--- config.mk ---
export PLATFORM = sky130hd
export DESIGN_NAME = radio_ctrl_top
export DESIGN_NICKNAME = d
export VERILOG_FILES = /design/src/rtl/readback_pkg.sv /design/src/rtl/sr_map_pkg.sv /design/src/rtl/radio_ctrl_top.sv /design/src/rtl/readback_mux.sv /design/src/rtl/time_keeper.sv /design/src/rtl/misc_ctrl.sv /design/src/rtl/setting_reg.sv
export SDC_FILE = /design/constraint.sdc
export NUM_CORES = 1
export LEC_CHECK = 0
export ABC_CLOCK_PERIOD_IN_PS = 1900
export BUFFER_PORTS_ARGS = -buffer_cell sky130_fd_sc_hd__buf_4
export CAP_MARGIN = 20
export CORE_MARGIN = 10
export CORE_UTILIZATION = 53
export DETAILED_ROUTE_END_ITERATION = 8
export HOLD_SLACK_MARGIN = 0.12
export PLACE_DENSITY = 0.76
export SLEW_MARGIN = 30
export SYNTH_ARGS = -nofsm -noshare
export SYNTH_HDL_FRONTEND = slang
export SYNTH_SLANG_ARGS = --single-unit
--- constraint.sdc ---
create_clock -name dsp_clk -period 1.9 [get_ports dsp_clk]
set_input_delay 0.19 -clock dsp_clk [delete_from_list [all_inputs] [get_ports dsp_clk]]
set_output_delay 0.19 -clock dsp_clk [all_outputs]
set_load 0.01 [all_outputs]
--- src/rtl/readback_pkg.sv ---
/* Readback word indices, the compatibility number and the bit layout of
   the interrupt source word, shared by the readback mux and its users. */

package readback_pkg;

   // Index into the 16 readback words
   localparam int RB_ADDR_W = 4;

   //////////////////////////////////////////////////
   // Word indices, 0 to 8 read as zero
   //////////////////////////////////////////////////
   localparam logic [RB_ADDR_W-1:0] RB_MODE    = 4'd9;
   localparam logic [RB_ADDR_W-1:0] RB_TIME_HI = 4'd10;
   localparam logic [RB_ADDR_W-1:0] RB_TIME_LO = 4'd11;
   localparam logic [RB_ADDR_W-1:0] RB_COMPAT  = 4'd12;
   localparam logic [RB_ADDR_W-1:0] RB_IRQ     = 4'd13;
   localparam logic [RB_ADDR_W-1:0] RB_PPS_HI  = 4'd14;
   localparam logic [RB_ADDR_W-1:0] RB_PPS_LO  = 4'd15;

   // Bump when the register map changes in a way software must know about
   localparam logic [31:0] COMPAT_NUM = 32'd5;

   //////////////////////////////////////////////////
   // Interrupt source word bit positions
   //////////////////////////////////////////////////
   localparam int IRQ_PHY_BIT    = 4;
   localparam int IRQ_PPS_BIT    = 7;
   localparam int IRQ_SERDES_BIT = 10;
   localparam int IRQ_CLK_BIT    = 11;

endpackage

--- src/rtl/sr_map_pkg.sv ---
/* Settings bus widths and the address map of the setting registers.
   Modules refer to these by scoped name to place their registers on the bus. */

package sr_map_pkg;

   // Settings bus geometry
   localparam int SET_ADDR_W = 8;
   localparam int SET_DATA_W = 32;

   //////////////////////////////////////////////////
   // Control bank, board lines and LEDs
   //////////////////////////////////////////////////
   localparam logic [SET_ADDR_W-1:0] SR_MISC        = 8'd0;
   localparam logic [SET_ADDR_W-1:0] SR_CLK_OFS     = 8'd0;
   localparam logic [SET_ADDR_W-1:0] SR_SER_OFS     = 8'd1;
   localparam logic [SET_ADDR_W-1:0] SR_ADC_OFS     = 8'd2;
   localparam logic [SET_ADDR_W-1:0] SR_LED_SW_OFS  = 8'd3;
   localparam logic [SET_ADDR_W-1:0] SR_PHY_OFS     = 8'd4;
   localparam logic [SET_ADDR_W-1:0] SR_LED_SRC_OFS = 8'd8;

   //////////////////////////////////////////////////
   // VITA time keeper
   //////////////////////////////////////////////////
   localparam logic [SET_ADDR_W-1:0] SR_TIME64        = 8'd192;
   localparam logic [SET_ADDR_W-1:0] SR_SECS_OFS      = 8'd0;
   localparam logic [SET_ADDR_W-1:0] SR_TICKS_OFS     = 8'd1;
   localparam logic [SET_ADDR_W-1:0] SR_TIME_CTRL_OFS = 8'd2;

   // 1 selects the hardware source for that LED
   localparam logic [7:0] LED_SRC_AT_RESET = 8'b0001_1110;

endpackage
--- src/rtl/radio_ctrl_top.sv ---
/* Slow control core of the radio board on dsp_clk. Connects the settings
   bus to the control bank and the time keeper, and their results to readback. */

`timescale 1ns/1ns

module radio_ctrl_top #(
   parameter logic [31:0] TICKS_PER_SEC = 32'd100_000_000
) (
   input  logic                               dsp_clk,
   input  logic                               rst_i,

   // Settings bus
   input  logic                               set_stb_i,
   input  logic [sr_map_pkg::SET_ADDR_W-1:0]  set_addr_i,
   input  logic [sr_map_pkg::SET_DATA_W-1:0]  set_data_i,

   // Timing and status
   input  logic                               pps_i,
   input  logic                               sim_mode_i,
   input  logic [3:0]                         clock_divider_i,
   input  logic                               phy_intn_i,
   input  logic                               clk_status_i,
   input  logic                               serdes_link_up_i,
   input  logic                               run_rx_i,
   input  logic                               run_tx_i,

   // Readback
   input  logic [readback_pkg::RB_ADDR_W-1:0] rb_addr_i,
   output logic [31:0]                        rb_data_o,

   // Board control lines
   output logic                               clock_ready_o,
   output logic [1:0]                         clk_en_o,
   output logic [1:0]                         clk_sel_o,
   output logic                               ser_enable_o,
   output logic                               ser_prbsen_o,
   output logic                               ser_loopen_o,
   output logic                               ser_rx_en_o,
   output logic                               adc_oe_a_o,
   output logic                               adc_on_a_o,
   output logic                               adc_oe_b_o,
   output logic                               adc_on_b_o,
   output logic                               phy_resetn_o,
   output logic [7:0]                         leds_o
);

   logic [63:0] vita_time;
   logic [63:0] vita_time_pps;
   logic        pps_int;

   //////////////////////////////////////////////////
   // Control bank
   //////////////////////////////////////////////////
   misc_ctrl u_misc_ctrl (
      .dsp_clk          (dsp_clk),
      .rst_i            (rst_i),
      .set_stb_i        (set_stb_i),
      .set_addr_i       (set_addr_i),
      .set_data_i       (set_data_i),
      .clk_status_i     (clk_status_i),
      .serdes_link_up_i (serdes_link_up_i),
      .run_rx_i         (run_rx_i),
      .run_tx_i         (run_tx_i),
      .clock_ready_o    (clock_ready_o),
      .clk_en_o         (clk_en_o),
      .clk_sel_o        (clk_sel_o),
      .ser_enable_o     (ser_enable_o),
      .ser_prbsen_o     (ser_prbsen_o),
      .ser_loopen_o     (ser_loopen_o),
      .ser_rx_en_o      (ser_rx_en_o),
      .adc_oe_a_o       (adc_oe_a_o),
      .adc_on_a_o       (adc_on_a_o),
      .adc_oe_b_o       (adc_oe_b_o),
      .adc_on_b_o       (adc_on_b_o),
      .phy_resetn_o     (phy_resetn_o),
      .leds_o           (leds_o)
   );

   //////////////////////////////////////////////////
   // VITA time
   //////////////////////////////////////////////////
   time_keeper #(.TICKS_PER_SEC(TICKS_PER_SEC)) u_time_keeper (
      .dsp_clk         (dsp_clk),
      .rst_i           (rst_i),
      .set_stb_i       (set_stb_i),
      .set_addr_i      (set_addr_i),
      .set_data_i      (set_data_i),
      .pps_i           (pps_i),
      .vita_time_o     (vita_time),
      .vita_time_pps_o (vita_time_pps),
      .pps_int_o       (pps_int)
   );

   // Status words for software
   readback_mux u_readback_mux (
      .dsp_clk          (dsp_clk),
      .rst_i            (rst_i),
      .rb_addr_i        (rb_addr_i),
      .vita_time_i      (vita_time),
      .vita_time_pps_i  (vita_time_pps),
      .pps_int_i        (pps_int),
      .sim_mode_i       (sim_mode_i),
      .clock_divider_i  (clock_divider_i),
      .phy_intn_i       (phy_intn_i),
      .clk_status_i     (clk_status_i),
      .serdes_link_up_i (serdes_link_up_i),
      .rb_data_o        (rb_data_o)
   );

endmodule

--- src/rtl/readback_mux.sv ---
/* Registered readback of 16 status words. The index is sampled at a clock
   edge and the selected word appears on rb_data_o one cycle later. */

`timescale 1ns/1ns

module readback_mux (
   input  logic                               dsp_clk,
   input  logic                               rst_i,
   input  logic [readback_pkg::RB_ADDR_W-1:0] rb_addr_i,
   input  logic [63:0]                        vita_time_i,
   input  logic [63:0]                        vita_time_pps_i,
   input  logic                               pps_int_i,
   input  logic                               sim_mode_i,
   input  logic [3:0]                         clock_divider_i,
   input  logic                               phy_intn_i,
   input  logic                               clk_status_i,
   input  logic                               serdes_link_up_i,
   output logic [31:0]                        rb_data_o
);

   logic [31:0] mode_word;
   logic [31:0] irq_word;

   // Mode flag on top, clock divider in the low nibble
   assign mode_word = {sim_mode_i, 27'd0, clock_divider_i};

   // Raw interrupt sources
   always_comb begin
      irq_word = '0;
      irq_word[readback_pkg::IRQ_PHY_BIT]    = phy_intn_i;
      irq_word[readback_pkg::IRQ_PPS_BIT]    = pps_int_i;
      irq_word[readback_pkg::IRQ_SERDES_BIT] = serdes_link_up_i;
      irq_word[readback_pkg::IRQ_CLK_BIT]    = clk_status_i;
   end

   //////////////////////////////////////////////////
   // Word select
   //////////////////////////////////////////////////
   always_ff @(posedge dsp_clk) begin
      if (rst_i) begin
         rb_data_o <= '0;
      end else begin
         case (rb_addr_i)
            readback_pkg::RB_MODE:    rb_data_o <= mode_word;
            readback_pkg::RB_TIME_HI: rb_data_o <= vita_time_i[63:32];
            readback_pkg::RB_TIME_LO: rb_data_o <= vita_time_i[31:0];
            readback_pkg::RB_COMPAT:  rb_data_o <= readback_pkg::COMPAT_NUM;
            readback_pkg::RB_IRQ:     rb_data_o <= irq_word;
            readback_pkg::RB_PPS_HI:  rb_data_o <= vita_time_pps_i[63:32];
            readback_pkg::RB_PPS_LO:  rb_data_o <= vita_time_pps_i[31:0];
            default:                  rb_data_o <= '0;
         endcase
      end
   end

endmodule

--- src/rtl/time_keeper.sv ---
/* VITA time keeper: 32-bit seconds and ticks counting on dsp_clk, loaded at
   once or on the next PPS edge, with the time captured at every PPS edge. */

`timescale 1ns/1ns

module time_keeper #(
   parameter logic [31:0] TICKS_PER_SEC = 32'd100_000_000
) (
   input  logic                              dsp_clk,
   input  logic                              rst_i,
   input  logic                              set_stb_i,
   input  logic [sr_map_pkg::SET_ADDR_W-1:0] set_addr_i,
   input  logic [sr_map_pkg::SET_DATA_W-1:0] set_data_i,
   input  logic                              pps_i,
   output logic [63:0]                       vita_time_o,
   output logic [63:0]                       vita_time_pps_o,
   output logic                              pps_int_o
);

   logic [31:0] pend_secs;
   logic [31:0] pend_ticks;
   logic        ctrl_now;
   logic        ctrl_changed;
   logic [31:0] seconds;
   logic [31:0] ticks;
   logic        armed;
   logic        load_now;
   logic        load_pps;
   logic        last_tick;
   logic [1:0]  pps_sync;
   logic        pps_prev;
   logic        pps_edge;

   //////////////////////////////////////////////////
   // Pending time and control word
   //////////////////////////////////////////////////
   setting_reg #(.ADDR(sr_map_pkg::SR_TIME64 + sr_map_pkg::SR_SECS_OFS), .WIDTH(32)) u_sr_secs (
      .dsp_clk(dsp_clk), .rst_i(rst_i), .set_stb_i(set_stb_i), .set_addr_i(set_addr_i),
      .set_data_i(set_data_i), .out_o(pend_secs), .changed_o());

   setting_reg #(.ADDR(sr_map_pkg::SR_TIME64 + sr_map_pkg::SR_TICKS_OFS), .WIDTH(32)) u_sr_ticks (
      .dsp_clk(dsp_clk), .rst_i(rst_i), .set_stb_i(set_stb_i), .set_addr_i(set_addr_i),
      .set_data_i(set_data_i), .out_o(pend_ticks), .changed_o());

   // Bit 0 set means load now, clear means wait for PPS
   setting_reg #(.ADDR(sr_map_pkg::SR_TIME64 + sr_map_pkg::SR_TIME_CTRL_OFS), .WIDTH(1)) u_sr_ctrl (
      .dsp_clk(dsp_clk), .rst_i(rst_i), .set_stb_i(set_stb_i), .set_addr_i(set_addr_i),
      .set_data_i(set_data_i), .out_o(ctrl_now), .changed_o(ctrl_changed));

   assign load_now  = ctrl_changed & ctrl_now;
   assign load_pps  = pps_edge & armed;
   assign last_tick = (ticks == (TICKS_PER_SEC - 32'd1));

   //////////////////////////////////////////////////
   // Seconds and ticks counter
   //////////////////////////////////////////////////
   always_ff @(posedge dsp_clk) begin
      if (rst_i) begin
         seconds <= '0;
         ticks   <= '0;
      end else if (load_now || load_pps) begin
         seconds <= pend_secs;
         ticks   <= pend_ticks;
      end else if (last_tick) begin
         seconds <= seconds + 32'd1;
         ticks   <= '0;
      end else begin
         ticks <= ticks + 32'd1;
      end
   end

   // A new control write overrides any earlier arm
   always_ff @(posedge dsp_clk) begin
      if (rst_i) begin
         armed <= 1'b0;
      end else if (ctrl_changed) begin
         armed <= ~ctrl_now;
      end else if (pps_edge) begin
         armed <= 1'b0;
      end
   end

   //////////////////////////////////////////////////
   // PPS synchronizer, edge detect and capture
   //////////////////////////////////////////////////
   always_ff @(posedge dsp_clk) begin
      if (rst_i) begin
         pps_sync        <= '0;
         pps_prev        <= 1'b0;
         pps_edge        <= 1'b0;
         vita_time_pps_o <= '0;
      end else begin
         pps_sync <= {pps_sync[0], pps_i};
         pps_prev <= pps_sync[1];
         pps_edge <= pps_sync[1] & ~pps_prev;
         // Time seen during the detect cycle, before a PPS load lands
         if (pps_edge)
            vita_time_pps_o <= {seconds, ticks};
      end
   end

   assign vita_time_o = {seconds, ticks};
   assign pps_int_o   = pps_edge;

endmodule

--- src/rtl/misc_ctrl.sv ---
/* Control bank for the board lines: clock generator, SERDES, ADC and PHY
   reset, plus the per-LED choice between hardware status and software. */

`timescale 1ns/1ns

module misc_ctrl (
   input  logic                              dsp_clk,
   input  logic                              rst_i,
   input  logic                              set_stb_i,
   input  logic [sr_map_pkg::SET_ADDR_W-1:0] set_addr_i,
   input  logic [sr_map_pkg::SET_DATA_W-1:0] set_data_i,
   input  logic                              clk_status_i,
   input  logic                              serdes_link_up_i,
   input  logic                              run_rx_i,
   input  logic                              run_tx_i,
   output logic                              clock_ready_o,
   output logic [1:0]                        clk_en_o,
   output logic [1:0]                        clk_sel_o,
   output logic                              ser_enable_o,
   output logic                              ser_prbsen_o,
   output logic                              ser_loopen_o,
   output logic                              ser_rx_en_o,
   output logic                              adc_oe_a_o,
   output logic                              adc_on_a_o,
   output logic                              adc_oe_b_o,
   output logic                              adc_on_b_o,
   output logic                              phy_resetn_o,
   output logic [7:0]                        leds_o
);

   logic [4:0] clock_outs;
   logic [3:0] serdes_outs;
   logic [3:0] adc_outs;
   logic       phy_reset;
   logic [7:0] led_sw;
   logic [7:0] led_src;
   logic [7:0] led_hw;

   //////////////////////////////////////////////////
   // Setting registers
   //////////////////////////////////////////////////
   setting_reg #(.ADDR(sr_map_pkg::SR_MISC + sr_map_pkg::SR_CLK_OFS), .WIDTH(5)) u_sr_clk (
      .dsp_clk(dsp_clk), .rst_i(rst_i), .set_stb_i(set_stb_i), .set_addr_i(set_addr_i),
      .set_data_i(set_data_i), .out_o(clock_outs), .changed_o());

   setting_reg #(.ADDR(sr_map_pkg::SR_MISC + sr_map_pkg::SR_SER_OFS), .WIDTH(4)) u_sr_ser (
      .dsp_clk(dsp_clk), .rst_i(rst_i), .set_stb_i(set_stb_i), .set_addr_i(set_addr_i),
      .set_data_i(set_data_i), .out_o(serdes_outs), .changed_o());

   setting_reg #(.ADDR(sr_map_pkg::SR_MISC + sr_map_pkg::SR_ADC_OFS), .WIDTH(4)) u_sr_adc (
      .dsp_clk(dsp_clk), .rst_i(rst_i), .set_stb_i(set_stb_i), .set_addr_i(set_addr_i),
      .set_data_i(set_data_i), .out_o(adc_outs), .changed_o());

   setting_reg #(.ADDR(sr_map_pkg::SR_MISC + sr_map_pkg::SR_LED_SW_OFS), .WIDTH(8)) u_sr_led_sw (
      .dsp_clk(dsp_clk), .rst_i(rst_i), .set_stb_i(set_stb_i), .set_addr_i(set_addr_i),
      .set_data_i(set_data_i), .out_o(led_sw), .changed_o());

   // PHY held in reset until software releases it
   setting_reg #(.ADDR(sr_map_pkg::SR_MISC + sr_map_pkg::SR_PHY_OFS), .WIDTH(1),
                 .AT_RESET(1'b1)) u_sr_phy (
      .dsp_clk(dsp_clk), .rst_i(rst_i), .set_stb_i(set_stb_i), .set_addr_i(set_addr_i),
      .set_data_i(set_data_i), .out_o(phy_reset), .changed_o());

   setting_reg #(.ADDR(sr_map_pkg::SR_MISC + sr_map_pkg::SR_LED_SRC_OFS), .WIDTH(8),
                 .AT_RESET(sr_map_pkg::LED_SRC_AT_RESET)) u_sr_led_src (
      .dsp_clk(dsp_clk), .rst_i(rst_i), .set_stb_i(set_stb_i), .set_addr_i(set_addr_i),
      .set_data_i(set_data_i), .out_o(led_src), .changed_o());

   //////////////////////////////////////////////////
   // Board control lines
   //////////////////////////////////////////////////
   assign {clock_ready_o, clk_en_o, clk_sel_o} = clock_outs;
   assign {ser_enable_o, ser_prbsen_o, ser_loopen_o, ser_rx_en_o} = serdes_outs;
   assign {adc_oe_a_o, adc_on_a_o, adc_oe_b_o, adc_on_b_o} = adc_outs;
   assign phy_resetn_o = ~phy_reset;

   // Hardware status byte, top three LEDs and bit 0 have no source
   assign led_hw = {3'b000, run_tx_i, run_rx_i, clk_status_i, serdes_link_up_i, 1'b0};

   // Mask bit 1 picks hardware, 0 picks software
   assign leds_o = (led_src & led_hw) | (~led_src & led_sw);

endmodule

--- src/rtl/setting_reg.sv ---
/* One setting register on the settings bus. Latches the low WIDTH bits of
   the data word when the address matches and pulses changed_o once. */

`timescale 1ns/1ns

module setting_reg #(
   parameter logic [sr_map_pkg::SET_ADDR_W-1:0] ADDR = '0,
   parameter int WIDTH = 32,
   parameter logic [WIDTH-1:0] AT_RESET = '0
) (
   input  logic                            dsp_clk,
   input  logic                            rst_i,
   input  logic                            set_stb_i,
   input  logic [sr_map_pkg::SET_ADDR_W-1:0] set_addr_i,
   input  logic [sr_map_pkg::SET_DATA_W-1:0] set_data_i,
   output logic [WIDTH-1:0]                out_o,
   output logic                            changed_o
);

   always_ff @(posedge dsp_clk) begin
      if (rst_i) begin
         out_o     <= AT_RESET;
         changed_o <= 1'b0;
      end else if (set_stb_i && (set_addr_i == ADDR)) begin
         out_o     <= set_data_i[WIDTH-1:0];
         changed_o <= 1'b1;
      end else begin
         changed_o <= 1'b0;
      end
   end

endmodule

### After elaboration in Yosys (flattened, before gate mapping)

Index checks and enable logic that the tools add are counted.

* bits in registers: 261
* bits in latches: 0
* bits in writable memories: 0
* memory bits (read-only): 0
* logic and storage cells: 67
* memories: 0

* add/sub/neg operators: 2
* $mul: 0
* divide/modulo/power cells: 0
* order comparisons: 0
* equality and inequality tests: 16
* shift operators: 0
* muxes and demuxes: 8
* bitwise logic cells: 10
* reduce and logical (&&, ||, !) cells: 13

Operators with widths (count)
* $pmux W32 S7: 1
* $mux W32: 4
* $add A32 B1 Y32 const B: 2
* $eq A32 B27 Y1 const B: 1
* $eq A4 B4 Y1 const B: 7
* $eq A8 B8 Y1 const B: 3
* $eq A8 B2 Y1 const B: 2
* $logic_and A1 B1 Y1: 9
* $and A8 B5 Y8: 1
* $and A8 B8 Y8: 1
* $eq A8 B1 Y1 const B: 1
* $eq A8 B3 Y1 const B: 1
* $eq A8 B4 Y1 const B: 1
* $logic_not A8 Y1: 1
* $not A8 Y8: 1
* $or A8 B8 Y8: 1
* $reduce_bool A2 Y1: 2
* $and A1 B1 Y1: 3
* $mux W1: 3
* $not A1 Y1: 3
* $logic_or A1 B1 Y1: 1

### Depth between registers and ports, before layout

* depth after elaboration: 3
* mapped depth: 8
* mapped depth without buffers: 6

### Hierarchy

Synthesis repeated with hierarchy kept, for this count alone.

* cell total of the unflattened synthesis: 1359
* area total of the unflattened synthesis: 12968.7 um^2

Modules (own cells, without submodules)
* time_keeper: times used 1, cells an instance 689, area each 5992.0 um^2
* readback_mux: times used 1, cells an instance 211, area each 2150.8 um^2
* setting_reg at u_time_keeper.u_sr_secs: times used 1, cells an instance 143, area each 1495.2 um^2
* setting_reg at u_time_keeper.u_sr_ticks: times used 1, cells an instance 143, area each 1492.7 um^2
* setting_reg at u_misc_ctrl.u_sr_adc ...: times used 2, cells an instance 21, area each 240.2 um^2
* setting_reg at u_misc_ctrl.u_sr_led_sw: times used 1, cells an instance 39, area each 412.9 um^2
* setting_reg at u_misc_ctrl.u_sr_led_src: times used 1, cells an instance 39, area each 386.6 um^2
* setting_reg at u_misc_ctrl.u_sr_clk: times used 1, cells an instance 26, area each 284.0 um^2
* setting_reg at u_time_keeper.u_sr_ctrl: times used 1, cells an instance 9, area each 95.1 um^2
* setting_reg at u_misc_ctrl.u_sr_phy: times used 1, cells an instance 9, area each 90.1 um^2
* misc_ctrl: times used 1, cells an instance 9, area each 88.8 um^2

### Least setup slack after synthesis

Ideal clock, no wire load.

* kind: register -> register
* start point: register u_time_keeper.ticks[0]
* end point: register u_time_keeper.seconds[3]
* setup time: 0.074 ns
* arrival: 1.927 ns
* data required time: 1.826 ns
* path slack: -0.101 ns
* stages on the path, launching flop included: 8
* buffers on the path: 1
* period minus slack after synthesis: 2.001 ns
* path through: dfxtp_1 -> ha_1 -> and4_2 -> nand2_1 -> or3_4 -> buf_6 -> or3_1 -> a31oi_1

* word-level cells in the longest chain between the ends: 2

RTL lines
* start, declared: RTL line time_keeper.sv:25 `logic [31:0] ticks;`
* start signal, assigned: RTL line time_keeper.sv:63 `ticks <= pend_ticks;`
* start signal, assigned: RTL line time_keeper.sv:68 `ticks <= ticks + 32'd1;`
* $eq A32 B27 Y1: RTL line time_keeper.sv:52 `assign last_tick = (ticks == (TICKS_PER_SEC - 32'd1));`
* $reduce_bool A2 Y1 (no line)
* end signal, assigned: RTL line time_keeper.sv:62 `seconds <= pend_secs;`
* end signal, assigned: RTL line time_keeper.sv:65 `seconds <= seconds + 32'd1;`
* end, declared: RTL line time_keeper.sv:24 `logic [31:0] seconds;`

No other way between the ends.
A chain may end at the register's enable or synchronous reset.

### Final worst setup path

* start point: register u_time_keeper.ticks[25]
* end point: register u_time_keeper.seconds[22]

Same word-level chain as after synthesis.

==> results.yml <==
power:
  power.density_nw_per_um2: 769
  power_leakage_nw: 5.33
  ir_drop_mv: 0.597
  p_total_mw: 11.0
worst_setup_path:
  cp_max_fo: 7
  required_ns: 2.33
  worstSetupPathType: "reg2reg"
  critical_path.top_delay_family: "simple AND/OR/NAND/NOR gates"
  endpoint_kind: "flip-flop"
  crit_buf_inv: 2
  critPathLaunchType: "flip-flop"
  critPathSlowestCell: "nor4_4"
  cp_slowest_stage_delay_ns: 0.44
  crit_chain: "nor4_4 -> buf_4 -> nand3_4 -> nor4_4 -> buf_4 -> and4_1 -> nor3_1"
  cp.arrival_ns: 2.41
yosys:
  synthCells: 1264
  synth_commonest_cells: "261 x dfxtp_1, 202 x nand2_1, 131 x a21oi_1"
  synth_edf_count: 0
  synth-seq-area-share_pct: 47.5
  yosysTopAreaCell: "dfxtp_1"
  synth-seq-cells: 261
  ys_types: 56
  yosys.cell_count.top_type: "dfxtp_1"
  async_flop_share_pct: 0
  syn-num-nets: 1324
  syn_area_per_cell_um2: 8.70
  synth_top_cell_area_share_pct: 47.5
  syn_area_um2: 11000
  yosysWarnings: 0
  synth.area.top_cells: "dfxtp_1 48%, mux2i_1 7.4%, nand2_1 6.9%"
  ys.flop_type: "dfxtp_1"
global_routing:
  grt_usage_pct: 23.5
  grt_pass1_wl_um: 51900
  overflow: 0
  antenna_found_initial: 0
  grt_pass1_vias: 9757
  grt_max_degree: 91
job:
  cap_violations: 0
floorplanning:
  chipHeight_um: 164
  fp-row-count: 52
  die_area_um2: 26900
  start_util_pct: 54.2
  pin_count: 112
  core_area_um2: 20300
  die_w_um: 164
worst_hold_path:
  hold_class: "in2reg"
sta:
  setup_viol: 13
  max_freq_ghz: 0.504
  final.setup.tns_ns: -0.798
  hold_violations: 0
  maxSlewViolCount: 0
  fin_ws_ns: -0.0847
  post-route-period-util_pct: 104
  worstMarginPinSlew_ns: 0.518
  rsz0062_at_grt: "yes"
  fin_skew_ns: 0.0212
  period_minus_slack_ns: 1.98
  slew_headroom_pct: 65.5
route:
  drc_errors: 0
  drt-pass1-iter-count: 6
  first_iter_violations: 968
  vias: 10197
  vias_per_cell: 5.80
  wirelength_um: 32700
  wl_per_cell_um: 18.6
  final_antenna_net_count: 0
cells_and_area:
  design_area_um2: 14400
  layout.nets: 1532
  post_route_cells_drive_above_1_share_pct: 22.5
  syn_to_final_growth_pct: 30.6
  diodes: 0
clocking:
  cts_tree: "built"
  clockRootBuffer: "clkbuf_16"
  cts_buffers: 27
  cts.sinks: 261
  cts_buffer_depth: 3
  clkSlewWorstSetupHoldPaths_ns: 0.06
  clk_latency_ns: 0.54
  htree_levels: 1
place:
  placed_area_um2: 12700
  gp_congestion: 0.927
  numPortBuffers: 111
  hpwlAfterDp_um: 22100
outcome:
  violations: "setup timing"
  outcome: "finished, violations left"
## flip-flops by register name (all words and copies together), names as in the netlist, 2 cells and up
register and flops:
u_misc_ctrl.u_sr_clk.out_o 5, u_time_keeper.ticks 32, u_readback_mux.rb_data_o 32, u_time_keeper.pps_sync 2
u_misc_ctrl.u_sr_adc.out_o 4, u_misc_ctrl.u_sr_led_src.out_o 8, u_time_keeper.u_sr_ticks.out_o 32, u_time_keeper.seconds 32
u_misc_ctrl.u_sr_led_sw.out_o 8, u_time_keeper.vita_time_pps_o 64, u_misc_ctrl.u_sr_ser.out_o 4, u_time_keeper.u_sr_secs.out_o 32
## repair_timing
action                     4_1_cts  5_1_grt
setup endpoints to repair       11       32
hold endpoints to repair       104        0
resized for setup               12       37
cloned                           1        0
pin swaps                        6       16
buffers inserted                 1        6
hold buffers                    49        0
## layout by cell type, fill, tap and decap left out, types with 12 or more instances in the layout
| cell type | count |
|---|---|
| o21ai_1 | 12 |
| mux2i_1 | 81 |
| nor2_1 | 100 |
| dfxtp_1 | 247 |
| a211oi_1 | 12 |
| xnor2_1 | 34 |
| dlygate4sd3_1 | 49 |
| buf_4 | 211 |
| and4_1 | 14 |
| nand3_1 | 46 |
| a21oi_1 | 131 |
| clkbuf_16 | 27 |
| nand2_1 | 202 |
| nor2b_1 | 12 |
| nor3_1 | 13 |
| o21ai_0 | 40 |
| nand4_1 | 13 |
| a22oi_1 | 57 |
## where the power goes
group / total, mW / leakage, nW / switching (mW) / internal [mW]
clock network: 5.04 / 0.413 / 2.14 / 2.90
logic: 0.515 / 2.80 / 0.274 / 0.241
registers: 5.49 / 2.11 / 0.00938 / 5.48
total: 11.0 / 5.33 / 2.42 / 8.63
## final timing paths
| path | start | end | slack (ns) | cells after the start |
|---|---|---|---|---|
| max reg2reg | u_time_keeper.ticks[25]$_SDFF_PP0_ | u_time_keeper.seconds[22]$_SDFFE_PP0P_ | -0.08 | 7 |
| max | u_time_keeper.ticks[25]$_SDFF_PP0_ | u_time_keeper.seconds[22]$_SDFFE_PP0P_ | -0.08 | 7 |
| min | set_addr_i[1] | u_misc_ctrl.u_sr_ser.out_o[0]$_SDFFE_PP0P_ | 0.14 | 5 |
| min reg2reg | u_time_keeper.pps_prev$_SDFF_PP0_ | u_time_keeper.pps_int_o$_SDFF_PP0_ | 0.37 | 1 |
## worst reg2reg max path, delay by kind of cell, from the launching register on
family | cells | cell delay (ns)
buffers and inverters | 2 | 0.42
AND/OR/NAND/NOR | 5 | 1.11
flip-flops | 1 | 0.34
## area by class of cell
cell class	count	area [um2]
clock buffers	41	808
well taps	270	338
multi-input cells	898	5590
fillers	1589	5940
inverters	11	41.3
flip-flops and latches	261	5250
clock inverters	5	27.5
repair buffers	273	2310
## cell families after synthesis
| logic type | count (synthesis) | share of synthesized area [%] |
|---|---|---|
| fa+ha+maj | 2 | 0.228 |
| flops | 261 | 47.5 |
| mux | 86 | 7.89 |
| simple gates | 484 | 21.6 |
| compound gates | 280 | 15.2 |
| xor+xnor | 46 | 3.66 |
| buf+inv | 105 | 3.94 |
## stage by stage
stage | hold WS, ns | util, % | setup WS, ns | instances
6_report | 0.136 | 70.7 | -0.0847 | 1759
5_1_grt | 0.155 | 70.7 | -0.147 | 1759
4_1_cts | 0.124 | 69.6 | -0.0216 | 1753
3_5_place_dp | 0.363 | 62.8 | -0.124 | 1656
3_3_place_gp | 0.368 | 62.7 | 0.00487 | 1654
2_1_floorplan | 0.315 | - | 0.0150 | 1264
## metal layers
layer	wire length, um	vias up	track usage, %
met2	14700	415	36.4
met4	417	0	5.12
met5	0	-	0
li1	-	4869	-
met3	2950	38	4.98
met1	14600	4875	33.0
Note: power is estimated with default switching activity, not from simulation.
